### config.mk
export PLATFORM = sky130hd
export DESIGN_NAME = address_unit
export DESIGN_NICKNAME = d
export VERILOG_FILES = /design/src/source/core_pkg.sv /design/src/source/address_unit.sv
export VERILOG_INCLUDE_DIRS = /design/src /design/src/source
export SDC_FILE = /design/constraint.sdc
export NUM_CORES = 1
export LEC_CHECK = 0
export ABC_CLOCK_PERIOD_IN_PS = 4000
export BUFFER_PORTS_ARGS = -buffer_cell sky130_fd_sc_hd__buf_2
export CORE_ASPECT_RATIO = 1.1
export CORE_UTILIZATION = 28
export CTS_CLUSTER_DIAMETER = 200
export DETAILED_ROUTE_END_ITERATION = 12
export SYNTH_ARGS = -nofsm -noshare
export SYNTH_HDL_FRONTEND = slang
export SYNTH_SLANG_ARGS = --single-unit
### constraint.sdc
create_clock -name clk -period 4 [get_ports clk]
set_clock_uncertainty 0.2 [all_clocks]
set_input_delay 0.8 -clock clk [delete_from_list [all_inputs] [get_ports clk]]
set_output_delay 0.8 -clock clk [all_outputs]
set_load 0.01 [all_outputs]
### src/source/core_config.svh
`ifndef CORE_CONFIG_SVH
`define CORE_CONFIG_SVH

// sign sits above the magnitude in a word
`define CORE_MAG_W      30
`define CORE_ADDR_W     12
`define CORE_OP_W       6

// output device
`define CORE_DIGIT_W    5
`define CORE_OCT_DIGITS 10    // 3 bits each

`define CORE_MEM_DEPTH  4096

`endif

### src/source/core_pkg.sv
`include "core_config.svh"

package core_pkg;

    typedef logic [`CORE_MAG_W-1:0]   mag_t;
    typedef logic [`CORE_MAG_W:0]     word_t;    // {sign, magnitude}
    typedef logic [`CORE_ADDR_W-1:0]  addr_t;
    typedef logic [`CORE_OP_W-1:0]    op_code_t;
    typedef logic [`CORE_DIGIT_W-1:0] digit_t;

    typedef enum logic [2:0] {
        ORD_STOP,
        ORD_ADD,
        ORD_SUB,
        ORD_AND,
        ORD_WRITE,
        ORD_OUTPUT
    } order_t;

    typedef enum logic [2:0] {
        PU_IDLE = 3'd0,
        PU_FETCH,
        PU_DECODE,
        PU_READ1,
        PU_READ2,
        PU_EXEC,
        PU_WRITE,
        PU_OUTPUT
    } pu_state_t;

endpackage

### src/source/address_unit.sv
`timescale 1ns/10ps

module address_unit (
    input  logic            clk,
    input  logic            arst_n,
    input  logic            do_arr_strt,
    input  core_pkg::addr_t arr_strt_value,
    input  logic            do_inc_strt,
    input  logic            do_arr_sel,
    input  core_pkg::addr_t arr_sel_value,
    input  logic            do_strt_to_sel,
    input  logic            do_addr1_to_sel,
    input  logic            do_addr2_to_sel,
    input  core_pkg::addr_t addr1,
    input  core_pkg::addr_t addr2,
    output core_pkg::addr_t strt_value,
    output core_pkg::addr_t sel_value
);

    // start register acts as the program counter
    always_ff @(posedge clk or negedge arst_n) begin
        if (!arst_n) begin
            strt_value <= '0;
        end else if (do_arr_strt) begin
            strt_value <= arr_strt_value;
        end else if (do_inc_strt) begin
            strt_value <= strt_value + 1'b1;    // wraps past top of memory
        end
    end

    // select register addresses memory
    always_ff @(posedge clk or negedge arst_n) begin
        if (!arst_n) begin
            sel_value <= '0;
        end else if (do_arr_sel) begin
            sel_value <= arr_sel_value;
        end else if (do_strt_to_sel) begin
            sel_value <= strt_value;
        end else if (do_addr1_to_sel) begin
            sel_value <= addr1;
        end else if (do_addr2_to_sel) begin
            sel_value <= addr2;
        end
    end

endmodule

==> impl_metrics.toml <==
[cts]
clock_sinks = 24
ctsHoldBuffers = 0
clkSlewWorstSetupHoldPaths_ns = 0.09
cts.repair.resized = 0
cts_root_buffer = "clkbuf_8"
cts_buffers = 3
cts_tree = "yes"
clk_latency_ns = 0.27
htreeDepth = 1
clockBufferDepth = 2
post_cts.repair.setup_buffers = 0

[grt]
grt_overflow_total = 0
track_usage_pct = 15.2
grt_pass1_vias = 1378
use_met1_pct = 20.7
grt.met2_usage_pct = 24.6
antenna_found_initial = 0
grt_max_degree = 26
gr-usage-met3_pct = 4.06
top_usage_layer = "met2"
grt_pass1_wl_um = 6760

[cells_and_area]
syn_to_final_growth_pct = 32.1
drive_gt1_share_pct = 40.6
post-route-util_pct = 39.0
diodes = 0
fillers = 519
nNetsFinal = 297

[sta]
setup_ws_ns = 1.77
layout_min_cycle_time_ns = 2.23
relSlewSlack_pct = 54.6
setup_viol = 0
drv_slew = 0
rsz0062_at_grt = "no"
max_freq_mhz = 449
post-route-period-util_pct = 55.7
fin_setup_tns_ns = 0
hold_violations = 0
max_slew.worst_pin.slew_ns = 0.682

[place]
place.gp.congestion = 0.752
hpwl_um = 3180
dp_slack_ns = 1.48
io_buffers = 79

[synthesis]
synth_edf_count = 0
synthFlopType = "dfrtp_1"
yosysTopAreaCellShare_pct = 39.8
yosys.area.top_type = "dfrtp_1"
ys_types = 27
yosys_warnings = 0
syn_nets = 225
synthTopCellsByArea = "dfrtp_1, mux2_2, o211ai_1, nand2_1, a31oi_1"
netlist_area_um2 = 1510
syn_area_per_cell_um2 = 8.97
synthArstFlopShare_pct = 100
yosys_register_bits = 24
netlist_instances = 168
ys_seq_area_share_pct = 39.8

[setup_path]
cp_max_fo = 24
required_ns = 3.91
cp.arrival_ns = 2.14
criticalPathCategory = "in -> reg"
worstRegToRegCells = 4
crit_path_start_kind = "primary input"
critPathCaptureType = "register"

[outcome]
status = "complete, no violations"

[hold_path]
hold_class = "in -> async"

[route]
routed_wl_um = 4140
first_pass_iters = 4
drt-wirelength-per-cell_um = 13.3
vias = 1508
via_per_inst = 4.85
route.detailed.drc = 0
postRouteAntennaNets = 0
drt_iter0_drc = 66

[floorplan]
io_pins = 80
dieHeight_um = 79.0
coreArea_um2 = 5100
row_count = 27
initial_core_util_pct = 29.6
dieWidth_um = 72.0
design.die.area_um2 = 5680

[pwr]
cellPowerDensity_nw_per_um2 = 314
total_leakage_power_nw = 0.911
vdd_ir_drop_max_mv = 0.165

[flow_run]
maxCapViolations = 0
==> flip-flops by register name (all words and copies together), names as in the netlist <==
signal	flops
sel_value	12
strt_value	12
==> layout make-up <==
class | instances | area, um^2 | area share [%]
multi-input combinational | 130 | 843 | 42.3
sequential | 24 | 601 | 30.2
timing repair buffer | 79 | 395 | 19.8
tap | 72 | 90.1 | 4.52
clock buffer | 4 | 55.1 | 2.76
inverter | 2 | 7.51 | 0.377
==> worst paths after layout <==
| check | from | end | slack, ns |
|---|---|---|---|
| hold / removal | arst_n | strt_value[5] | 0.32 |
| min in group clk | sel_value[8] | sel_value[8] | 0.35 |
| setup reg to reg | strt_value[0] | strt_value[10] | 2.26 |
| max in group asynchronous | arst_n | strt_value[11] | 2.91 |
| setup / recovery | do_addr1_to_sel | sel_value[11] | 1.77 |
| hold reg to reg | sel_value[8] | sel_value[8] | 0.35 |
==> critical path, cell delays in order <==
cell	delay [ns]
buf_2	0.19
or4_1	0.89
nor2_1	0.19
a31oi_1	0.06
==> metrics by stage <==
step                total power [mW]  instance area, um^2  hold slack (ns)  instances
finish                         0.625                 1990            0.315        311
global route                   0.671                 1990            0.349        311
CTS                            0.634                 1990            0.332        311
detailed placement             0.464                 1940            0.342        307
global placement               0.462                 1940            0.327        307
floorplan                      0.387                 1510            0.304        168
==> cell usage in the layout (no fill, tap or decap) <==
cell / n
nor2_1: 14
mux2_2: 12
nand2b_1: 12
nand4_4: 1
nand3_1: 6
buf_2: 79
a22oi_1: 1
nor2b_1: 1
nand4_1: 3
o31ai_1: 3
nand4_2: 1
or4_1: 7
xnor2_1: 1
xor2_1: 3
inv_1: 2
nand2_1: 25
ha_1: 1
nor4_1: 1
nand4bb_1: 1
nand3b_1: 1
a31oi_1: 14
dfrtp_1: 24
o211ai_1: 16
clkbuf_8: 4
mux2i_1: 1
o21ai_0: 5
==> where the power goes <==
group          total [mW]  switching, mW  internal (mW)
clock               0.169         0.0812         0.0879
sequential          0.299         0.0306          0.269
combinational       0.157         0.0795         0.0773
==> routing by layer <==
metal / vias to the layer above / wire [um]
li1: 759 / -
met3: 2 / 250
met1: 689 / 1830
met2: 58 / 2040
met5: - / 0
met4: 0 / 19
==> cells by family (layout without fill, tap and decap cells) <==
family                     Yosys count  count (layout)  share of synthesized area, %
and+or+nand+nor                     73              73                          25.7
muxes                               13              13                          9.63
buffers and inverters               14              85                          4.23
adders and majority gates            1               1                         0.830
AOI/OAI and AO/OA                   39              39                          17.4
DFF                                 24              24                          39.8
xor gates and xnor gates             4               4                          2.32
==> Yosys cell counts, types with 2 or more instances <==
cell / number
mux2_2: 12
nand2b_1: 12
nand4_1: 3
nor2_1: 14
o211ai_1: 16
a31oi_1: 14
clkbuf_1: 5
nand2_1: 25
dfrtp_1: 24
nand3_1: 6
xor2_1: 3
buf_2: 6
o21ai_0: 5
or4_1: 7
o31ai_1: 3
inv_1: 2
Note: power is estimated with default switching activity, not from simulation.
