[src/source/core_config.svh]
`ifndef CORE_CONFIG_SVH
`define CORE_CONFIG_SVH

// sign sits above the magnitude in a word
`define CORE_MAG_W      30
`define CORE_ADDR_W     12
`define CORE_OP_W       6

// output device
`define CORE_DIGIT_W    5
`define CORE_OCT_DIGITS 10    // 3 bits each

`define CORE_MEM_DEPTH  4096

`endif

[src/source/core_pkg.sv]
`include "core_config.svh"

package core_pkg;

    typedef logic [`CORE_MAG_W-1:0]   mag_t;
    typedef logic [`CORE_MAG_W:0]     word_t;    // {sign, magnitude}
    typedef logic [`CORE_ADDR_W-1:0]  addr_t;
    typedef logic [`CORE_OP_W-1:0]    op_code_t;
    typedef logic [`CORE_DIGIT_W-1:0] digit_t;

    typedef enum logic [2:0] {
        ORD_STOP,
        ORD_ADD,
        ORD_SUB,
        ORD_AND,
        ORD_WRITE,
        ORD_OUTPUT
    } order_t;

    typedef enum logic [2:0] {
        PU_IDLE = 3'd0,
        PU_FETCH,
        PU_DECODE,
        PU_READ1,
        PU_READ2,
        PU_EXEC,
        PU_WRITE,
        PU_OUTPUT
    } pu_state_t;

endpackage

[src/source/arith_unit.sv]
`timescale 1ns/10ps

module arith_unit (
    input  logic             clk,
    input  logic             arst_n,
    input  logic             do_arr_c,
    input  core_pkg::word_t  arr_reg_c_value,
    input  logic             do_mem_to_a,
    input  logic             do_mem_to_b,
    input  logic             do_mem_to_c,
    input  logic             do_execute,
    input  core_pkg::order_t order,
    input  core_pkg::word_t  read_data,
    output core_pkg::word_t  reg_c_value
);

    core_pkg::word_t reg_a;
    core_pkg::word_t reg_b;
    core_pkg::mag_t  a_mag;
    core_pkg::mag_t  b_mag;
    core_pkg::mag_t  res_mag;
    logic            a_sign;
    logic            b_raw_sign;
    logic            b_sign;
    logic            res_sign;

    assign {a_sign, a_mag}     = reg_a;
    assign {b_raw_sign, b_mag} = reg_b;
    assign b_sign = b_raw_sign ^ (order == core_pkg::ORD_SUB);    // SUB adds -B

    always_comb begin
        if (order == core_pkg::ORD_AND) begin
            res_sign = a_sign & b_sign;
            res_mag  = a_mag & b_mag;
        end else if (a_sign == b_sign) begin
            res_sign = a_sign;
            res_mag  = a_mag + b_mag;    // wraps mod 2^30
        end else if (a_mag >= b_mag) begin
            res_sign = a_sign;
            res_mag  = a_mag - b_mag;
        end else begin
            // larger magnitude sets the sign
            res_sign = b_sign;
            res_mag  = b_mag - a_mag;
        end
    end

    always_ff @(posedge clk) begin
        if (do_mem_to_a) begin
            reg_a <= read_data;
        end
        if (do_mem_to_b) begin
            reg_b <= read_data;
        end
    end

    always_ff @(posedge clk or negedge arst_n) begin
        if (!arst_n) begin
            reg_c_value <= '0;
        end else if (do_arr_c) begin
            reg_c_value <= arr_reg_c_value;
        end else if (do_mem_to_c) begin
            reg_c_value <= read_data;
        end else if (do_execute) begin
            reg_c_value <= {res_sign & (|res_mag), res_mag};    // no negative zero
        end
    end

endmodule

[config.mk]
export PLATFORM = sky130hd
export DESIGN_NAME = arith_unit
export DESIGN_NICKNAME = d
export VERILOG_FILES = /design/src/source/core_pkg.sv /design/src/source/arith_unit.sv
export VERILOG_INCLUDE_DIRS = /design/src /design/src/source
export SDC_FILE = /design/constraint.sdc
export NUM_CORES = 1
export LEC_CHECK = 0
export CORE_ASPECT_RATIO = 1.4
export CORE_MARGIN = 2
export CORE_UTILIZATION = 51
export DETAILED_ROUTE_END_ITERATION = 10
export DONT_BUFFER_PORTS = 1
export PLACE_DENSITY = 0.66
export SYNTH_ARGS = -nofsm -noshare
export SYNTH_HDL_FRONTEND = slang
export SYNTH_SLANG_ARGS = --single-unit
[constraint.sdc]
create_clock -name clk -period 4.2 [get_ports clk]
set_input_delay 0 -clock clk [delete_from_list [all_inputs] [get_ports clk]]
set_output_delay 0 -clock clk [all_outputs]
set_load 0.01 [all_outputs]
==> impl_results.md <==
- Worst hold slack: 11.9 ps
- Final antenna-violating net count: 0
- Initial drt markers: 1,162
- FF-to-FF setup slack: 100 ps
- Row Count: 58
- Crit path DAT: 4400 ps
- Most used standard cell by instance count after synthesis: a21oi_1
- Crit share post-route: 97.7%
- CTS Buf Count: 9
- RSZ-0062 raised after global routing: yes
- Gate Count Post-Synth: 1,175
- Fin area: 11,800 um^2
- Die Span X: 119 um
- Pleak: 0.00501 uW
- Syn avg cell area: 8.02 um^2
- Number of port buffers: 0
- Slowest CP cell: dlygate4sd3_1
- CTS max path bufs: 2
- Clk root buf: clkbuf_16
- Ys async rst share: 33.3%
- Place WS: -15.4 ps
- Via count of the routed design: 10.1k
- WL met2: 18,300 um
- Die Y: 165 um
- Worst setup path category: flip-flop to flip-flop
- Fin nets: 1,480
- Max Clock Freq: 244 MHz
- Crit Path Max Fanout: 7
- Clock transition at the registers of the reported paths: 90 ps
- First-pass GRT wire length: 59,300 um
- Yosys reg bits: 93
- Critical path cell sequence: ha_1, and4_2, nand4_1, nor4_2, buf_4, a21boi_4, buf_4, o21ai_0, a31oi_1, nand2_1, a311oi_1, a21oi_1, o21ai_0, dlygate4sd3_1
- Initial core utilization: 52.1%
- Synth Area in Compound Gates: 28.5%
- Max Cap Violations: 0
- DRT Pass-1 Iters: 6
- Final worst path period need: 4100 ps
- Yosys top cell area share: 19.8%
- Worst skew pair latency: 380 ps
- Avg Vias per Cell: 6.52
- Clock skew: 22.4 ps
- Post-synth top cells: a21oi_1 (127), nor2_1 (112), inv_1 (97), ha_1 (95), nand2_1 (86)
- Adder-Cell Fraction of Synth Area: 13.3%
- Layout area overhead: 25.4%
- CP Capture Type: flip-flop
- Worst Setup Start Kind: flip-flop
- Status: finished, final reports clean
- Core Util, Final: 65.4%
- Core region area: 18,100 um^2
- Multiplexer share of the synthesized area: 2.30%
- Antenna violations before repair: 4
- Largest family of logic cells by synthesized area: compound AO/OA/AOI/OAI gates
- Setup Viol. Count Final: 0
- Final hold violations: 0
- M1 WL: 15,300 um
- Total GRT Usage: 39.8%
- Drt drc: 0
- Largest net degree at the start of global routing: 46
- Wire length per cell: 25.2 um
- GPL Wtd Cong: 0.995
- Met3 Wirelength: 4070 um
- EDFF count, synth: 62
- Vias in the first global route: 9,977
- Main area contributors after synthesis: edfxtp_1 (20%), ha_1 (13%), dfrtp_1 (8.2%)
- Worst Max-Slew Pin Slew: 925 ps
- Fin worst setup slack: 98.4 ps
- Post-Synth XOR/XNOR Area: 1.95%
- Worst EP required: 4490 ps
- Post-Syn Nets: 1,345
- Synthesis Warnings: 0
- Worst IR Drop VDD: 0.244 mV
- Routed WL: 39,200 um
- Dominant cell type by area after synthesis: edfxtp_1
- Hpwl dp: 28,300 um
- Synth Flop Type: edfxtp_1
- Rel. slew slack: 38.2%
- Slowest stage delay, CP: 620 ps
- Total congestion overflow: 0
- Seq/Total Area, Yosys: 28.0%
- Share of cells above drive strength 1: 14.5%
- Layout fillers: 1,472
- Critical path buffers and inverters: 3
- CTS tree: built
- Yosys cell types: 82
- Pins Over Slew Limit: 0
- Power Dens Cells: 368 nW/um^2
- IO Pins: 103
- CTS H-tree lvls: 3
- Dpl cell area: 10,100 um^2
- Post-synthesis cell area: 9420 um^2
- # clock sinks: 93
- HP Class: input pin to flip-flop
- Post-synthesis simple-gate area fraction: 18.9%
- Max Used Layer: met4
- CP delay by family, top: compound AO/OA/AOI/OAI gates
- Die Area: 19,600 um^2
## placed cells by master, fill, tap and decap left out, types with 12 or more instances in the layout
| master | instances |
|---|---|
| a211oi_1 | 23 |
| a21o_1 | 19 |
| a21oi_1 | 124 |
| a31oi_1 | 12 |
| buf_4 | 98 |
| dfrtp_1 | 31 |
| dlygate4sd3_1 | 89 |
| edfxtp_1 | 62 |
| ha_1 | 85 |
| inv_1 | 97 |
| mux2i_1 | 13 |
| nand2_1 | 85 |
| nand3_1 | 31 |
| nand4_1 | 16 |
| nor2_1 | 111 |
| nor2b_1 | 13 |
| nor3_1 | 30 |
| o211ai_1 | 21 |
| o21ai_0 | 60 |
| o21bai_1 | 15 |
| o31ai_1 | 14 |
| xnor2_1 | 14 |
## per-stage QoR
stage               setup TNS, ps  total power [uW]  cells
global placement                0              3030   1429
floorplan                       0              2360   1175
finish                          0              4350   1557
global route                 -103              4530   1557
detailed placement          -15.4              3010   1429
CTS                             0              4150   1540
## registers in the layout, summed over array words and instances, names as in the netlist
signal       cells
reg_c_value     31
reg_b           31
reg_a           31
## report_power, final
group	total, uW	switching, uW	internal, uW
combinational	2190	1300	886
sequential	1160	93.9	1070
clock	1000	434	567
total	4350	1830	2520
## worst reg2reg max path, stage by stage, from the launching register on
cell and delay [ps]:
edfxtp_1 440, ha_1 350, and4_2 290, nand4_1 210, nor4_2 290, buf_4 170, a21boi_4 280, buf_4 220
o21ai_0 110, a31oi_1 270, nand2_1 100, a311oi_1 350, a21oi_1 90, o21ai_0 220, dlygate4sd3_1 620
## layout make-up
class                   count  area (um^2)  share of cell area [%]
flip-flops and latches     93         2640                    22.3
repair buffers            196         1770                    15.0
inverters                  98          368                    3.11
multi-input cells         912         6390                    54.1
clock inverters             5         86.3                   0.731
well taps                 240          300                    2.54
diodes                      2         5.00                  0.0424
clock buffers              11          254                    2.15
## worst paths after layout
path / end / startpoint / cells after the start
setup / recovery: reg_c_value[1]$_DFFE_PN0P_ / reg_b[19]$_DFFE_PP_ / 14
hold / removal: reg_c_value[15]$_DFFE_PN0P_ / do_execute / 3
setup reg to reg: reg_c_value[1]$_DFFE_PN0P_ / reg_b[19]$_DFFE_PP_ / 14
hold reg to reg: reg_c_value[27]$_DFFE_PN0P_ / reg_c_value[27]$_DFFE_PN0P_ / 2
max in group asynchronous: reg_c_value[0]$_DFFE_PN0P_ / arst_n / 2
min in group asynchronous: reg_c_value[20]$_DFFE_PN0P_ / arst_n / 2
## routing by layer
| layer | vias up | track usage [%] |
|---|---|---|
| li1 | 4587 | - |
| met5 | - | 0 |
| met1 | 4788 | 50.3 |
| met4 | 0 | 15.9 |
| met3 | 120 | 8.70 |
| met2 | 651 | 66.1 |
## cell families after synthesis
logic type	after synthesis
AOI/OAI and AO/OA	405
and+or+nand+nor	367
buffers and inverters	170
adders and majority gates	98
DFF	93
xor gates and xnor gates	21
muxes	21
## what timing repair did
| item | CTS | global route |
|---|---|---|
| endpoints found under the hold margin | 186 | 0 |
| gates cloned | 0 | 0 |
| hold buffers | 95 | 0 |
| setup endpoints to repair | 1 | 21 |
| setup buffers | 0 | 15 |
| gates resized for setup | 1 | 65 |
| pin swaps | 0 | 19 |
(Power assumes the default switching activity.)
