===== src/source/core_config.svh =====
`ifndef CORE_CONFIG_SVH
`define CORE_CONFIG_SVH

// sign sits above the magnitude in a word
`define CORE_MAG_W      30
`define CORE_ADDR_W     12
`define CORE_OP_W       6

// output device
`define CORE_DIGIT_W    5
`define CORE_OCT_DIGITS 10    // 3 bits each

`define CORE_MEM_DEPTH  4096

`endif


===== src/source/core_pkg.sv =====
`include "core_config.svh"

package core_pkg;

    typedef logic [`CORE_MAG_W-1:0]   mag_t;
    typedef logic [`CORE_MAG_W:0]     word_t;    // {sign, magnitude}
    typedef logic [`CORE_ADDR_W-1:0]  addr_t;
    typedef logic [`CORE_OP_W-1:0]    op_code_t;
    typedef logic [`CORE_DIGIT_W-1:0] digit_t;

    typedef enum logic [2:0] {
        ORD_STOP,
        ORD_ADD,
        ORD_SUB,
        ORD_AND,
        ORD_WRITE,
        ORD_OUTPUT
    } order_t;

    typedef enum logic [2:0] {
        PU_IDLE = 3'd0,
        PU_FETCH,
        PU_DECODE,
        PU_READ1,
        PU_READ2,
        PU_EXEC,
        PU_WRITE,
        PU_OUTPUT
    } pu_state_t;

endpackage


===== src/source/io_unit.sv =====
`timescale 1ns/10ps

module io_unit (
    input  logic             clk,
    input  logic             arst_n,
    input  logic             io_start,
    input  core_pkg::word_t  reg_c_value,
    input  logic             dev_output_ack,
    output logic             dev_output_rdy,
    output core_pkg::digit_t dev_output_data,
    output logic             io_done
);

    localparam int         MAG_W = $bits(core_pkg::mag_t);
    localparam logic [3:0] XFERS = 4'(MAG_W / 3 + 1);    // sign first and then the octal digits

    core_pkg::mag_t shift_mag;
    logic           sign;
    logic [3:0]     xfer_cnt;    // acknowledged transfers
    logic           busy;

    // transfer 0 carries the sign on bit 0
    assign dev_output_data = (xfer_cnt == '0) ? core_pkg::digit_t'(sign)
                                              : core_pkg::digit_t'(shift_mag[MAG_W-1 -: 3]);

    always_ff @(posedge clk) begin
        if (io_start) begin
            {sign, shift_mag} <= reg_c_value;
        end else if (dev_output_rdy && dev_output_ack && xfer_cnt != '0) begin
            shift_mag <= shift_mag << 3;    // next digit to the top
        end
    end

    always_ff @(posedge clk or negedge arst_n) begin
        if (!arst_n) begin
            busy           <= 1'b0;
            dev_output_rdy <= 1'b0;
            xfer_cnt       <= '0;
            io_done        <= 1'b0;
        end else begin
            io_done <= 1'b0;
            if (io_start) begin
                busy     <= 1'b1;
                xfer_cnt <= '0;
            end else if (dev_output_rdy) begin
                if (dev_output_ack) begin
                    dev_output_rdy <= 1'b0;
                    xfer_cnt       <= xfer_cnt + 1'b1;
                end
            end else if (busy && !dev_output_ack) begin
                // ack is low again so the previous transfer is closed
                if (xfer_cnt == XFERS) begin
                    busy    <= 1'b0;
                    io_done <= 1'b1;
                end else begin
                    dev_output_rdy <= 1'b1;
                end
            end
        end
    end

endmodule


===== config.mk =====
export PLATFORM = sky130hd
export DESIGN_NAME = io_unit
export DESIGN_NICKNAME = d
export VERILOG_FILES = /design/src/source/core_pkg.sv /design/src/source/io_unit.sv
export VERILOG_INCLUDE_DIRS = /design/src /design/src/source
export SDC_FILE = /design/constraint.sdc
export NUM_CORES = 1
export LEC_CHECK = 0
export BUFFER_PORTS_ARGS = -buffer_cell sky130_fd_sc_hd__buf_4
export CORE_AREA = 2 2 73 75
export CTS_CLUSTER_DIAMETER = 200
export DETAILED_ROUTE_END_ITERATION = 6
export DIE_AREA = 0 0 75 77
export GPL_TIMING_DRIVEN = 1
export SLEW_MARGIN = 20
export SYNTH_ARGS = -nofsm -noshare
export SYNTH_HDL_FRONTEND = slang
export SYNTH_SLANG_ARGS = --single-unit

===== constraint.sdc =====
create_clock -name clk -period 3.6 [get_ports clk]
set_input_delay 0.18 -clock clk [delete_from_list [all_inputs] [get_ports clk]]
set_output_delay 0.18 -clock clk [all_outputs]
set_load 0.01 [all_outputs]

==> summary.md <==
| Metric | Value |
|---|---|
| Die area | 0.005775 sq mm |
| Chip Height | 77 um |
| Outcome | finished, final reports clean |
| Tmin final | 2.127 ns |
| Pre-Repair DR Iteration Count | 4 |
| Slowest stage cell, crit path | nor3b_1 |
| Fmax | 470.2 MHz |
| Max Root-Sink Buffers | 2 |
| CP bufs+invs | 2 |
| Core Footprint | 0.004977 sq mm |
| WP data required | 3.42 ns |
| CTS sink cnt | 38 |
| Critical path fanouts, max | 4 |
| Syn Area/Cell | 15.96 sq um |
| Antenna violation net count after detailed routing | 0 |
| Total clock buffers created by CTS | 5 |
| Slew of the pin with the lowest slew margin | 0.5472 ns |
| I/O pin cnt | 42 |
| Wire per inst | 12.77 um |
| Commonest non-fill, non-tap cell in the layout | buf_4 |
| Congestion Overflow GR | 0 |
| Max Cap Violations | 0 |
| Clock slew at reported path FFs | 0.07 ns |
| Switching Power | 197.3 uW |
| Comb pwr share | 12.1% |
| CP cell instances | inv_1 > ha_1 > nor3b_1 > mux2_2 > buf_4 |
| Antenna diode count | 0 |
| Seq/Total Area, Yosys | 66.62% |
| Row cnt | 26 |
| Layout area overhead | 26.90% |
| Final Net Count | 184 |
| Clk_skew | 0.009104 ns |
| Setup Slack @ Placement | 1.745 ns |
| Count of cell types in the netlist | 24 |
| Root Driver | clkbuf_8 |
| Vias in the first global route | 1,034 |
| CTS tree | built |
| Total Routed Length | 2.784 mm |
| Final TNS setup | 0 ns |
| Total vias in the final route | 967 |
| Iter 0 DRT Violations | 38 |
| H-tree level count | 2 |
| Power Density | 435.2 mW/mm^2 |
| Worst Setup Path Type | register to output pin |
| Port Buffer Count | 39 |
| RSZ-0062 raised after global routing | false |
| Asr flop ratio synth | 18.42% |
| Final HPWL from detailed placement | 1.946 mm |
| HP Start | reg_c_value[30] |
| Worst setup endpoint | dev_output_data[0] |
| First-pass GRT wire length | 4.574 mm |
| Tcrit/Tclk final | 59.08% |
| Syn Inst Count | 104 |
| Vias per cell | 4.436 |
| Die X | 75 um |
| Clk pwr share | 29.8% |
| HP Class | input port to register |
| Critical path's top delay family | simple AND/OR/NAND/NOR gates |
| Largest cells by area after synthesis | edfxtp_1 56%, mux2_2 19%, dfrtp_1 11% |
| Finished Cell Area | 0.002107 sq mm |
| Starting density of the core | 33.36% |
| Synth top area share | 56.07% |
| Drt drc | 0 |
| RR Endpoint | shift_mag[2] |
| Pint | 719.7 uW |
| GP Congestion | 0.7304 |
| Uppermost layer routed | met4 |
| Met2 wire len | 1.444 mm |
| Pleak | 0.8258 nW |
| Synth area leader | edfxtp_1 |
| Final Max Tran Viols | 0 |
| Seq pwr share | 58.1% |
| Cell Area, Synth | 0.001660 sq mm |
| Worst slew margin | 63.44% |
| Endpoints failing setup | 0 |
| Dominant synthesized flop cell | edfxtp_1 |
| R2R Path Start | xfer_cnt[0] |
| Met3 WL | 157 um |
| Cell count along the critical path | 5 |
| Met1 Wirelength | 1.128 mm |
| Net Sw Frac | 21.52% |
| Placed cell areas | 0.002016 sq mm |
| Yosys reg bits | 38 |
| Slowest stage delay, CP | 0.47 ns |
| Share of layout cells above drive strength 1 | 51.35% |
| Final hold vios | 0 |
| Worst-Skew Late Latency | 0.28 ns |
| Critical path launch point | xfer_cnt[0] |
| Initial antenna violation count | 0 |
| R2R Setup Slk | 1.80 ns |
| Gr usage total | 10.48% |
| CP Capture Type | output pin |
| Synth warn | 0 |
| CP startpoint kind | register |
| Number of flops mapped to enable cells by yosys | 31 |
| Pin count of the biggest net entering global routing | 39 |
| Setup ws final | 1.473 ns |
| Cell depth of the worst flop-to-flop path | 5 |
| Most frequent cells in the layout | 40 x buf_4, 31 x edfxtp_1, 28 x mux2_2 |
| Max IR drop VDD | 0.2289 mV |
| Worst path arrival time | 1.95 ns |
[worst min-delay path by stage]
stage / to / slack [ns] / depth (start not counted)
2_1_floorplan: busy / -0.12 / 0
3_3_place_gp: xfer_cnt[1] / -0.006 / 1
3_5_place_dp: xfer_cnt[0] / -0.002 / 1
4_1_cts: sign / 0.06 / 1
5_1_grt: sign / 0.06 / 1
6_report: sign / 0.07 / 1
[per-layer routing]
metal / vias up / global-route usage (%)
met5: - / 0
met4: 0 / 5.000
met3: 9 / 3.811
met2: 28 / 17.11
met1: 465 / 11.85
li1: 465 / -
[through the flow]
| step | std cells | power (mW) | utilization, % | hold slack (ns) |
|---|---|---|---|---|
| global route | 218 | 0.9628 | 42.33 | 0.05856 |
| detailed placement | 209 | 0.6549 | 40.50 | -0.001698 |
| CTS | 218 | 0.9316 | 42.33 | 0.06010 |
| finish | 218 | 0.9171 | 42.33 | 0.06811 |
| global placement | 209 | 0.6489 | 40.50 | -0.006085 |
| floorplan | 105 | 0.6045 | - | -0.1156 |
[worst reg2reg max path: cells and delay by family (launching register included)]
kind	cells	cell delay, ns
buffers and inverters	2	0.37
flip-flops	1	0.41
AND/OR/NAND/NOR	1	0.47
adder cells (fa/ha/maj)	1	0.14
AO/OA/AOI/OAI	1	0.11
[power by group through the flow]
stage | clock (mW) | combinational (mW) | sequential [mW]
2_1_floorplan | 0 | 0.0645 | 0.540
3_3_place_gp | 0 | 0.109 | 0.540
3_5_place_dp | 0 | 0.112 | 0.543
4_1_cts | 0.285 | 0.114 | 0.533
5_1_grt | 0.304 | 0.123 | 0.536
6_report | 0.274 | 0.111 | 0.532
[final cells by class]
cell class              count  area (sq um)
clock inverters             2         8.758
multi-input cells          58         510.5
repair buffers             41         310.3
flip-flops and latches     38          1106
clock buffers               6         72.57
inverters                   3         11.26
fillers                   475          2870
well taps                  70         87.58
[state kept, by name (all words and copies together), names as in the netlist]
signal and count:
io_done 1, xfer_cnt 4, dev_output_rdy 1, shift_mag 30
sign 1, busy 1
[synth_stat cells, drive strengths merged, types with 2 or more instances]
| cell type | instances |
|---|---|
| nand3 | 3 |
| mux2 | 28 |
| or3 | 2 |
| dfrtp | 7 |
| buf | 6 |
| inv | 3 |
| nor3b | 2 |
| a21oi | 3 |
| and2 | 3 |
| edfxtp | 31 |
| o21ai | 2 |
| nand2 | 2 |
| nor2 | 2 |
| ha | 2 |
[logic make-up after synthesis]
family | count (synthesis) | synth area share [%]
XOR/XNOR | 2 | 1.055
buffers and inverters | 9 | 3.090
multiplexers | 28 | 18.99
AND/OR/NAND/NOR | 17 | 6.180
adder cells (fa/ha/maj) | 2 | 1.507
flip-flops | 38 | 66.62
AO/OA/AOI/OAI | 7 | 2.336
other | 1 | 0.2259
[timing repair]
action                                 CTS  global route
endpoints found under the hold margin    7             0
buffers inserted                         0             0
resized for setup                        0             0
hold buffers                             1             0
No activity file was read; power rests on OpenSTA's default activity.
