===== src/source/core_config.svh =====
`ifndef CORE_CONFIG_SVH
`define CORE_CONFIG_SVH

// sign sits above the magnitude in a word
`define CORE_MAG_W      30
`define CORE_ADDR_W     12
`define CORE_OP_W       6

// output device
`define CORE_DIGIT_W    5
`define CORE_OCT_DIGITS 10    // 3 bits each

`define CORE_MEM_DEPTH  4096

`endif


===== src/source/core_pkg.sv =====
`include "core_config.svh"

package core_pkg;

    typedef logic [`CORE_MAG_W-1:0]   mag_t;
    typedef logic [`CORE_MAG_W:0]     word_t;    // {sign, magnitude}
    typedef logic [`CORE_ADDR_W-1:0]  addr_t;
    typedef logic [`CORE_OP_W-1:0]    op_code_t;
    typedef logic [`CORE_DIGIT_W-1:0] digit_t;

    typedef enum logic [2:0] {
        ORD_STOP,
        ORD_ADD,
        ORD_SUB,
        ORD_AND,
        ORD_WRITE,
        ORD_OUTPUT
    } order_t;

    typedef enum logic [2:0] {
        PU_IDLE = 3'd0,
        PU_FETCH,
        PU_DECODE,
        PU_READ1,
        PU_READ2,
        PU_EXEC,
        PU_WRITE,
        PU_OUTPUT
    } pu_state_t;

endpackage


===== src/source/operator.sv =====
`timescale 1ns/10ps

module operator (
    input  logic               clk,
    input  logic               arst_n,
    input  logic               do_code_to_op,
    input  core_pkg::mag_t     read_data,
    output core_pkg::order_t   order,
    output core_pkg::op_code_t op_code,
    output core_pkg::addr_t    addr1,
    output core_pkg::addr_t    addr2
);

    // magnitude holds op | addr1 | addr2
    always_ff @(posedge clk or negedge arst_n) begin
        if (!arst_n) begin
            op_code <= '0;
            addr1   <= '0;
            addr2   <= '0;
        end else if (do_code_to_op) begin
            {op_code, addr1, addr2} <= read_data;
        end
    end

    always_comb begin
        case (op_code)
            6'd1:    order = core_pkg::ORD_ADD;
            6'd2:    order = core_pkg::ORD_SUB;
            6'd3:    order = core_pkg::ORD_AND;
            6'd4:    order = core_pkg::ORD_WRITE;
            6'd5:    order = core_pkg::ORD_OUTPUT;
            default: order = core_pkg::ORD_STOP;    // unknown codes halt too
        endcase
    end

endmodule


===== config.mk =====
export PLATFORM = sky130hd
export DESIGN_NAME = operator
export DESIGN_NICKNAME = d
export VERILOG_FILES = /design/src/source/core_pkg.sv /design/src/source/operator.sv
export VERILOG_INCLUDE_DIRS = /design/src /design/src/source
export SDC_FILE = /design/constraint.sdc
export NUM_CORES = 1
export LEC_CHECK = 0
export BUFFER_PORTS_ARGS = -buffer_cell sky130_fd_sc_hd__buf_2
export CAP_MARGIN = 10
export CELL_PAD_IN_SITES_DETAIL_PLACEMENT = 1
export CELL_PAD_IN_SITES_GLOBAL_PLACEMENT = 1
export CORE_ASPECT_RATIO = 1.2
export CORE_UTILIZATION = 30
export CTS_CLUSTER_SIZE = 40
export DETAILED_ROUTE_END_ITERATION = 6
export PLACE_DENSITY_LB_ADDON = 0.1
export SLEW_MARGIN = 20
export SYNTH_ARGS = -nofsm -noshare
export SYNTH_HDL_FRONTEND = slang
export SYNTH_SLANG_ARGS = --single-unit

===== constraint.sdc =====
create_clock -name clk -period 1 [get_ports clk]
set_clock_uncertainty 0.05 [all_clocks]
set_input_delay 0 -clock clk [delete_from_list [all_inputs] [get_ports clk]]
set_output_delay 0 -clock clk [all_outputs]
set_load 0.01 [all_outputs]

==> results.sh, run 1 <==
export IMPL_outcome="finished, violations left"
export IMPL_failed_checks="negative setup slack"
export IMPL_slew_viol_final=0
export IMPL_rows=24
export IMPL_tritoncts_num_buffers=5
export IMPL_ir_drop_uv=837.8
export IMPL_cts_sink_count=30
export IMPL_core_area_um2=3664
export IMPL_start_point_of_the_critical_path="op_code[3]"
export IMPL_p_per_area_nw_per_um2=1475
export IMPL_routabilityCongestion=0.7065
export IMPL_avgViaCountPerCell=4.276
export IMPL_timing_critical_path_to_type="output pin"
export IMPL_syn_area_um2=1161
export IMPL_slew_headroom=0.7224
export IMPL_grt_start_max_net_pins=32
export IMPL_clock_latency_ns=0.27
export IMPL_number_of_antenna_violations_at_the_first_check_in_global_routing=0
export IMPL_library_cell_contributing_the_largest_single_delay_on_the_critical_path="or3_4"
export IMPL_route_antenna_remaining_nets=0
export IMPL_final_area_um2=2039
export IMPL_ws_path_type="reg -> out"
export IMPL_achievable_frequency_ghz=0.6903
export IMPL_post_route_drc_violation_count=0
export IMPL_critical_path_required_ns=0.95
export IMPL_setup_violations_final=5
export IMPL_portion_of_the_post_synthesis_area_used_by_sequential_elements=0.6466
export IMPL_h_tree_depth=2
export IMPL_die_area_um2=4124
export IMPL_placement_io_buffers=65
export IMPL_setup_worst_path_start_class="flip-flop"
export IMPL_timing_final_crit_period_ns=1.449
export IMPL_detailed_place_area_um2=1612
export IMPL_postLayoutSetupSlackWorst_ns=-0.4487
export IMPL_tritoncts_clock_tree="yes"
export IMPL_number_of_global_route_vias_before_repair=1094
export IMPL_design_portCount=66
export IMPL_grt_util_all_layers=0.1671
export IMPL_initial_core_util=0.3169
export IMPL_ctsLongestPathBuffers=2
export IMPL_p_leak_uw=0.0009721
export IMPL_die_height_um=70.15
export IMPL_synthesis_instances=69
export IMPL_dr_first_iter_drc_count=13
export IMPL_syn_num_nets=102
export IMPL_nNetsFinal=208
export IMPL_ys_ff_latch=30
export IMPL_timing_hold_violations_final=0
export IMPL_critical_path_cell_chain="or3_4, nor3b_4, buf_2"
export IMPL_totalNegativeSetupSlack_ns=-1.438
export IMPL_yosys_warnings=0
export IMPL_worstPathMaxFanout=3
export IMPL_crit_family="simple AND/OR/NAND/NOR gates"
export IMPL_wirelength_um=3010
export IMPL_yosysUniqueCellTypes=9
export IMPL_final_min_period_over_clock_period=1.449
export IMPL_hold_start="do_code_to_op"
export IMPL_timing_rr_start="op_code[4]"
export IMPL_die_width_um=58.79
export IMPL_vias=975
export IMPL_critPathArrivalTime_ns=1.40
export IMPL_drt_wirelength_per_cell_um=13.20
export IMPL_clock_root_cell="clkbuf_8"
export IMPL_cap_violations=0
export IMPL_fillers=398
export IMPL_firstDrtPassIters=4
export IMPL_tightestPinTransition_ns=0.4164
export IMPL_synthesis_area_per_instance_um2=16.83
export IMPL_antenna_cells=0
export IMPL_first_pass_grt_wire_length_um=5030
export IMPL_ratio_of_cells_with_drive_above_1_in_the_final_layout=0.6420
export IMPL_longest_individual_stage_delay_on_the_worst_path_ns=0.44
export IMPL_holdCritPathClass="in -> reg"
export IMPL_totalPowerFinal_uw=3007
export IMPL_clk_transition_reported_paths_ns=0.06
export IMPL_cp_num_buf_inv=1
export IMPL_area_growth_pct=75.65
export IMPL_grt_setup_unrepaired="true"
export IMPL_total_congestion_overflow=0
## cell usage after synthesis, drive strengths merged
library cell | count | area (µm²)
dfrtp | 30 | 750.7
mux2 | 29 | 326.6
buf | 3 | 22.52
nand2 | 1 | 3.750
nor3b | 2 | 25.02
a211oi | 1 | 12.51
inv | 1 | 3.750
or3 | 1 | 11.26
o21ai | 1 | 5.000
## cell usage in the layout, fill, tap and decap left out
cell / instances
buf_2: 63
dlygate4sd3_1: 31
mux2_2: 29
dfrtp_1: 28
clkbuf_8: 6
buf_6: 3
buf_4: 3
nor3b_4: 2
dfrtp_2: 2
buf_12: 2
or3_4: 1
inv_1: 1
a211oi_4: 1
nand2_1: 1
o21ai_0: 1
clkinv_2: 1
clkbuf_1: 1
## per-layer routing
| layer | up-vias | global-route usage | share of wire | routed length (µm) |
|---|---|---|---|---|
| met4 | 0 | 0.06349 | 0.017 | 51 |
| met3 | 7 | 0.05370 | 0.056 | 170 |
| met1 | 479 | 0.1738 | 0.36 | 1092 |
| li1 | 451 | - | - | - |
| met2 | 38 | 0.3018 | 0.56 | 1695 |
| met5 | - | 0 | 0 | 0 |
## sequential cells by signal (all words and copies together), names as in the netlist
| register | flops |
|---|---|
| addr1 | 12 |
| addr2 | 12 |
| op_code | 6 |
## where the power goes
part	leakage [µW]	switching [µW]	internal, µW	total (µW)
logic	0.000575	247	372	619
registers	0.000349	73.9	1340	1410
clock network	0.0000482	423	554	977
total	0.000972	744	2260	3010
## through the flow
step | hold WS, ns | instances | util | setup slack, ns
after detailed placement | -0.09073 | 188 | 0.4399 | -0.1688
after floorplan | -0.3456 | 69 | - | -0.1083
after global routing | 0.1377 | 228 | 0.5567 | -0.5264
final | 0.1208 | 228 | 0.5567 | -0.4487
after CTS | 0.1225 | 228 | 0.5550 | -0.4688
after global placement | -0.1026 | 188 | 0.4399 | -0.1451
## timing repair
action / 4_1_cts / 5_1_grt
endpoints found under the setup margin: 5 / 6
pin swaps: 1 / 1
hold buffers: 31 / 0
resized for setup: 4 / 2
buffers inserted: 1 / 2
hold endpoints to repair: 60 / 0
## worst reg2reg max path, stage by stage (launching register included)
cell,delay [ns]
dfrtp_1,0.38
buf_4,0.13
buf_4,0.12
mux2_2,0.25
## path summary, 6_finish.rpt
path / to / slack, ns / depth (start not counted)
max in group asynchronous: op_code[1] / 0.31 / 3
min reg2reg: addr2[7] / 0.45 / 1
max reg2reg: op_code[4] / -0.05 / 3
min in group asynchronous: addr1[11] / 0.16 / 2
min: op_code[0] / 0.12 / 3
max: order[2] / -0.45 / 3
## cell type report
type	count	area (µm²)	share of cell area
Inverter	1	3.754	0.001840
Sequential cell	30	753.2	0.3693
Timing Repair Buffer	102	721.9	0.3540
Clock inverter	1	5.005	0.002454
Tap cell	52	65.06	0.03190
Clock buffer	7	86.33	0.04233
Multi-Input combinational cell	35	404.1	0.1982
## cell families (layout without fill, tap and decap cells)
| family | Yosys count | count (layout) | synth area share |
|---|---|---|---|
| compound gates | 2 | 2 | 0.01508 |
| buf+inv | 4 | 111 | 0.02262 |
| simple gates | 4 | 4 | 0.03448 |
| flops | 30 | 30 | 0.6466 |
| mux | 29 | 29 | 0.2812 |
No activity file was read; power rests on OpenSTA's default activity.
==> inputs of run 2 (changes only) <==
Settings changed: PLACE_DENSITY set to 0.81, PLACE_DENSITY_LB_ADDON 0.1 to not set.
==> run 2 against run 1 <==
The run still ends with negative setup slack left. Cell count down 1.3%. Critical path type unchanged. Count of clock-buffer cells in the layout down 2. Non-clock buffer count down 2. Maximum frequency down 3.9%. Largest power group unchanged. Utilization down 0.85 points.
==> results.sh, run 2 (synthesized netlist as in run 1, its figures left out) <==
export IMPL_top_usage_layer="met2"
export IMPL_timing_hold_ws_ns=0.09635
export IMPL_routabilityCongestion=0.6747
export IMPL_critical_path_cell_chain="or3_4, nor3b_4, buf_2"
export IMPL_vias=988
export IMPL_use_met1=0.2203
export IMPL_failed_checks="negative setup slack"
export IMPL_commonest_non_fill_non_tap_cells_in_the_layout="63 x buf_2, 31 x dlygate4sd3_1, 29 x mux2_2, 28 x dfrtp_1, 5 x clkbuf_8"
export IMPL_tritoncts_num_buffers=5
export IMPL_firstDrtPassIters=4
export IMPL_tritoncts_clock_tree="yes"
export IMPL_cp_num_buf_inv=1
export IMPL_die_height_um=70.15
export IMPL_clock_latency_ns=0.26
export IMPL_timing_rr_start="op_code[3]"
export IMPL_setup_worst_path_start_class="flip-flop"
export IMPL_reg_largest_list="addr1 (12), addr2 (12), op_code (6)"
export IMPL_route_antenna_remaining_nets=0
export IMPL_dp_hpwl_um=2029
export IMPL_worstPathMaxFanout=3
export IMPL_avgViaCountPerCell=4.391
export IMPL_longest_individual_stage_delay_on_the_worst_path_ns=0.45
export IMPL_core_area_um2=3664
export IMPL_cap_violations=0
export IMPL_p_leak_uw=0.0009567
export IMPL_library_cell_contributing_the_largest_single_delay_on_the_critical_path="or3_4"
export IMPL_cts_sink_count=30
export IMPL_initial_core_util=0.3169
export IMPL_fillers=396
export IMPL_critical_path_required_ns=0.95
export IMPL_final_min_period_over_clock_period=1.507
export IMPL_slew_headroom=0.8063
export IMPL_ctsLongestPathBuffers=2
export IMPL_first_pass_grt_wire_length_um=6113
export IMPL_slew_viol_final=0
export IMPL_clock_root_cell="clkbuf_8"
export IMPL_number_of_antenna_violations_at_the_first_check_in_global_routing=0
export IMPL_start_point_of_the_critical_path="op_code[4]"
export IMPL_postLayoutSetupSlackWorst_ns=-0.5075
export IMPL_net_switching_power_uw=776.8
export IMPL_timing_hold_violations_final=0
export IMPL_grtUsageMet2=0.3763
export IMPL_timing_final_crit_period_ns=1.507
export IMPL_dr_first_iter_drc_count=28
export IMPL_post_route_drc_violation_count=0
export IMPL_seq_power_share=0.483
export IMPL_die_width_um=58.79
export IMPL_setup_violations_final=3
export IMPL_detailed_place_area_um2=1589
export IMPL_proportion_of_total_power_due_to_net_switching=0.2641
export IMPL_number_of_global_route_vias_before_repair=1148
export IMPL_tightestPinTransition_ns=0.2905
export IMPL_placement_io_buffers=65
export IMPL_total_congestion_overflow=0
export IMPL_ratio_of_cells_with_drive_above_1_in_the_final_layout=0.6416
export IMPL_final_area_um2=2008
export IMPL_dp_cells=185
export IMPL_area_growth_pct=72.95
export IMPL_design_portCount=66
export IMPL_combPwrFrac=0.213
export IMPL_holdCritPathClass="in -> async"
export IMPL_outcome="finished, violations left"
export IMPL_grt_util_all_layers=0.2064
export IMPL_grt_start_max_net_pins=32
export IMPL_antenna_cells=0
export IMPL_totalPowerFinal_uw=2941
export IMPL_ir_drop_uv=628.6
export IMPL_p_int_uw=2164
export IMPL_clk_transition_reported_paths_ns=0.07
export IMPL_rows=24
export IMPL_crit_family="simple AND/OR/NAND/NOR gates"
export IMPL_layout_commonest_cell="buf_2"
export IMPL_critPathArrivalTime_ns=1.46
export IMPL_grt_setup_unrepaired="true"
export IMPL_wirelength_um=3855
export IMPL_p_per_area_nw_per_um2=1465
export IMPL_final_core_util=0.5482
export IMPL_drt_wirelength_per_cell_um=17.13
export IMPL_h_tree_depth=2
export IMPL_fin_cells=225
export IMPL_die_area_um2=4124
export IMPL_achievable_frequency_ghz=0.6634
export IMPL_timing_critical_path_to_type="output pin"
export IMPL_ws_path_type="reg -> out"
export IMPL_nNetsFinal=206
export IMPL_groute_layer_met3_usage=0.05926
export IMPL_clock_power_share=0.303
-- run 2: metal layers --
layer | share of wire | vias to the layer above
met5 | 0 | -
met2 | 0.57 | 47
met3 | 0.066 | 7
met1 | 0.35 | 481
li1 | - | 453
met4 | 0.015 | 0
-- run 2: worst reg2reg max path, stage by stage (launching register included) --
cell and delay [ns]:
dfrtp_1 0.39, buf_4 0.14, mux2_2 0.26
-- run 2: layout make-up --
class | count | area (µm²) | area share
sequential | 30 | 753.2 | 0.3751
timing repair buffer | 100 | 703.2 | 0.3502
multi-input combinational | 35 | 404.1 | 0.2012
clock buffer | 5 | 68.82 | 0.03427
tap | 52 | 65.06 | 0.03240
clock inverter | 2 | 10.01 | 0.004984
inverter | 1 | 3.754 | 0.001869
-- run 2: stage by stage --
step                setup WS (ns)  setup TNS [ns]
CTS                       -0.4589          -1.369
global placement          -0.1557         -0.4580
global route              -0.5696          -1.648
floorplan                 -0.1083         -0.3094
finish                    -0.5075          -1.477
detailed placement        -0.1813         -0.5344
-- run 2: power groups by stage --
stage	sequential [µW]	clock [µW]	combinational, µW
after detailed placement	1430	0	491
final	1420	892	628
after CTS	1410	909	601
after global routing	1440	984	673
after floorplan	1490	0	176
after global placement	1420	0	473
-- run 2: timing repair --
| item | 4_1_cts | 5_1_grt |
|---|---|---|
| hold endpoints to repair | 60 | 0 |
| buffers inserted | 2 | 0 |
| resized for setup | 1 | 3 |
| hold buffers | 31 | 0 |
| pin swaps | 0 | 1 |
| setup endpoints to repair | 4 | 6 |
-- run 2: worst paths after layout --
kind                       slack, ns  cells past startpoint          to
setup / recovery               -0.51                      3    order[1]
hold / removal                   0.1                      2   addr1[11]
setup reg to reg                0.05                      2  op_code[3]
hold reg to reg                 0.45                      1    addr2[4]
max in group asynchronous       0.39                      3  op_code[1]
min in group clk                0.16                      3  op_code[0]
==> inputs of run 3 (changes only) <==
Settings changed: ABC_AREA set to 1, CORE_UTILIZATION 30 to 31, PLACE_DENSITY 0.81 to 0.8, SETUP_SLACK_MARGIN set to 0.02.
==> run 3 against run 2 <==
The run still ends with negative setup slack left. Cell count is 8.0% higher. Global-route usage down 4.5 points. Cell area increased by 7.9%. Critical path type unchanged. Largest cell class unchanged. Largest power group is now the clock network. Highest routed layer unchanged.
==> results.sh, run 3 <==
export IMPL_clock_latency_ns=0.26
export IMPL_design_portCount=66
export IMPL_die_area_um2=4466
export IMPL_ir_drop_uv=979.3
export IMPL_ctsLongestPathBuffers=2
export IMPL_synth_top_area_share=0.5764
export IMPL_multi_input_area_um2=486.7
export IMPL_critPathArrivalTime_ns=1.17
export IMPL_failed_checks="negative setup slack"
export IMPL_ws_path_type="reg -> out"
export IMPL_clk_transition_reported_paths_ns=0.07
export IMPL_ratio_of_cells_with_drive_above_1_in_the_final_layout=0.5691
export IMPL_final_core_util=0.5452
export IMPL_synth_area_top_cells="dfrtp_1 58%, mux2_4 28%, buf_12 3.1%"
export IMPL_clock_power_share=0.417
export IMPL_ys_ff_latch=30
export IMPL_initial_core_util=0.3279
export IMPL_number_of_antenna_violations_at_the_first_check_in_global_routing=1
export IMPL_outcome="finished, violations left"
export IMPL_slew_headroom=0.7503
export IMPL_fin_cells=243
export IMPL_timing_critical_path_to_type="output pin"
export IMPL_tritoncts_clock_tree="yes"
export IMPL_p_per_area_nw_per_um2=1654
export IMPL_dp_hpwl_um=2225
export IMPL_post_synth_arst_share=1.000
export IMPL_yosys_warnings=0
export IMPL_fillers=437
export IMPL_rows=25
export IMPL_routabilityCongestion=0.6903
export IMPL_area_growth_pct=66.28
export IMPL_seq_power_share=0.395
export IMPL_combPwrFrac=0.188
export IMPL_die_height_um=73.01
export IMPL_nNetsFinal=220
export IMPL_most_frequently_used_cell_type_in_the_post_synthesis_netlist="dfrtp_1"
export IMPL_tritoncts_num_buffers=5
export IMPL_ys_flop_type="dfrtp_1"
export IMPL_drt_wirelength_per_cell_um=13.95
export IMPL_cap_violations=0
export IMPL_total_congestion_overflow=0
export IMPL_die_width_um=61.17
export IMPL_timing_hold_violations_final=0
export IMPL_commonest_non_fill_non_tap_cells_in_the_layout="64 x buf_2, 31 x dlygate4sd3_1, 30 x dfrtp_1, 24 x mux2_4"
export IMPL_synth_cells_most_frequent="30 x dfrtp_1, 24 x mux2_4, 6 x nand2_1, 6 x nor2_1"
export IMPL_final_min_period_over_clock_period=1.217
export IMPL_dr_wl_met3_um=142
export IMPL_firstDrtPassIters=4
export IMPL_library_cell_contributing_the_largest_single_delay_on_the_critical_path="dfrtp_1"
export IMPL_longest_individual_stage_delay_on_the_worst_path_ns=0.42
export IMPL_synthesis_instances=84
export IMPL_grt_util_all_layers=0.1618
export IMPL_h_tree_depth=2
export IMPL_dr_first_iter_drc_count=18
export IMPL_dp_cells=202
export IMPL_layout_commonest_cell="buf_2"
export IMPL_yosys_area_top_type="dfrtp_1"
export IMPL_avgViaCountPerCell=4.198
export IMPL_p_int_uw=2802
export IMPL_yosysUniqueCellTypes=10
export IMPL_timing_final_crit_period_ns=1.217
export IMPL_cts_sink_count=30
export IMPL_synth_enable_flop_cells=0
export IMPL_net_switching_power_uw=781.4
export IMPL_met1_length_um=1293
export IMPL_placement_io_buffers=65
export IMPL_highest_routed_layer="met4"
export IMPL_first_pass_grt_wire_length_um=5250
export IMPL_setup_violations_final=3
export IMPL_critical_path_cell_chain="nor2_4, nand2_1, nor2_1, buf_2"
export IMPL_syn_area_um2=1302
export IMPL_reg_largest_list="addr1 (12), addr2 (12), op_code (6)"
export IMPL_achievable_frequency_ghz=0.8219
export IMPL_critical_path_required_ns=0.95
export IMPL_setup_worst_path_start_class="flip-flop"
export IMPL_post_route_drc_violation_count=0
export IMPL_portion_of_the_post_synthesis_area_used_by_sequential_elements=0.5764
export IMPL_met2_routed_wirelength_um=1921
export IMPL_worstPathMaxFanout=5
export IMPL_core_area_um2=3973
export IMPL_grt_setup_unrepaired="true"
export IMPL_number_of_global_route_vias_before_repair=1144
export IMPL_register_area_um2=750.7
export IMPL_vias=1020
export IMPL_p_leak_uw=0.001112
export IMPL_holdCritPathClass="in -> reg"
export IMPL_clock_root_cell="clkbuf_8"
export IMPL_proportion_of_total_power_due_to_net_switching=0.2181
export IMPL_synthesis_area_per_instance_um2=15.51
export IMPL_grt_start_max_net_pins=31
export IMPL_syn_num_nets=117
export IMPL_tightestPinTransition_ns=0.3746
export IMPL_wirelength_um=3391
export IMPL_slew_viol_final=0
export IMPL_postLayoutSetupSlackWorst_ns=-0.2168
export IMPL_route_antenna_remaining_nets=0
-- run 3: routing by layer --
metal / track usage / vias up
met5: 0 / -
met2: 0.3152 / 41
met4: 0.04293 / 0
met3: 0.03723 / 2
met1: 0.1650 / 492
li1: - / 485
-- run 3: worst paths after layout --
kind                               startpoint          to  slack [ns]  cells after the start
max in group asynchronous              arst_n    addr1[0]        0.40                      3
worst max register to register     op_code[4]  op_code[4]        0.05                      2
min in group asynchronous              arst_n  op_code[4]        0.22                      3
worst min-delay path            do_code_to_op  op_code[2]        0.14                      3
worst min register to register      addr1[10]   addr1[10]        0.45                      1
worst max-delay path               op_code[4]    order[1]       -0.22                      4
-- run 3: layout make-up --
cell class                      count  area share
Clock buffer                        6     0.03813
Tap cell                           54     0.03120
Clock inverter                      2     0.02773
Multi-Input combinational cell     46      0.2247
Inverter                            4    0.006932
Sequential cell                    30      0.3466
Timing Repair Buffer              100      0.3235
Antenna cell                        1    0.001155
-- run 3: kinds of logic after synthesis --
family,after synthesis,share of synthesized area
flops,30,0.5764
mux,27,0.3026
compound gates,3,0.01152
simple gates,16,0.04995
buf+inv,8,0.05955
-- run 3: timing repair --
action                                  in CTS  in global routing
resized for setup                            5                  1
gates cloned                                 0                  0
hold buffers                                31                  0
endpoints found under the setup margin       3                  5
endpoints found under the hold margin       60                  0
setup buffers                                1                  0
pin swaps                                    3                  1
-- run 3: power groups by stage --
stage / combinational [µW] / clock (µW) / sequential [µW]
6_report: 672 / 1500 / 1420
4_1_cts: 673 / 1530 / 1420
3_3_place_gp: 543 / 0 / 1420
5_1_grt: 727 / 1580 / 1430
2_1_floorplan: 256 / 0 / 1480
3_5_place_dp: 560 / 0 / 1430
-- run 3: critical path: cells and delay by family, from the launching register on --
kind	cells	cell delay (ns)
and+or+nand+nor	3	0.34
DFF	1	0.42
buffers and inverters	1	0.14
-- run 3: stage by stage --
step | hold slack (ns) | TNS, ns | cell area (µm²) | total power (µW) | setup slack, ns
global placement | -0.02787 | 0 | 1680 | 1965 | 0.02361
detailed placement | -0.01510 | -0.1569 | 1680 | 1992 | -0.07342
floorplan | -0.3456 | 0 | 1303 | 1738 | 0.07693
global route | 0.1429 | -0.8375 | 2166 | 3737 | -0.3121
finish | 0.1405 | -0.6226 | 2166 | 3583 | -0.2168
CTS | 0.1435 | -0.6146 | 2160 | 3622 | -0.2188
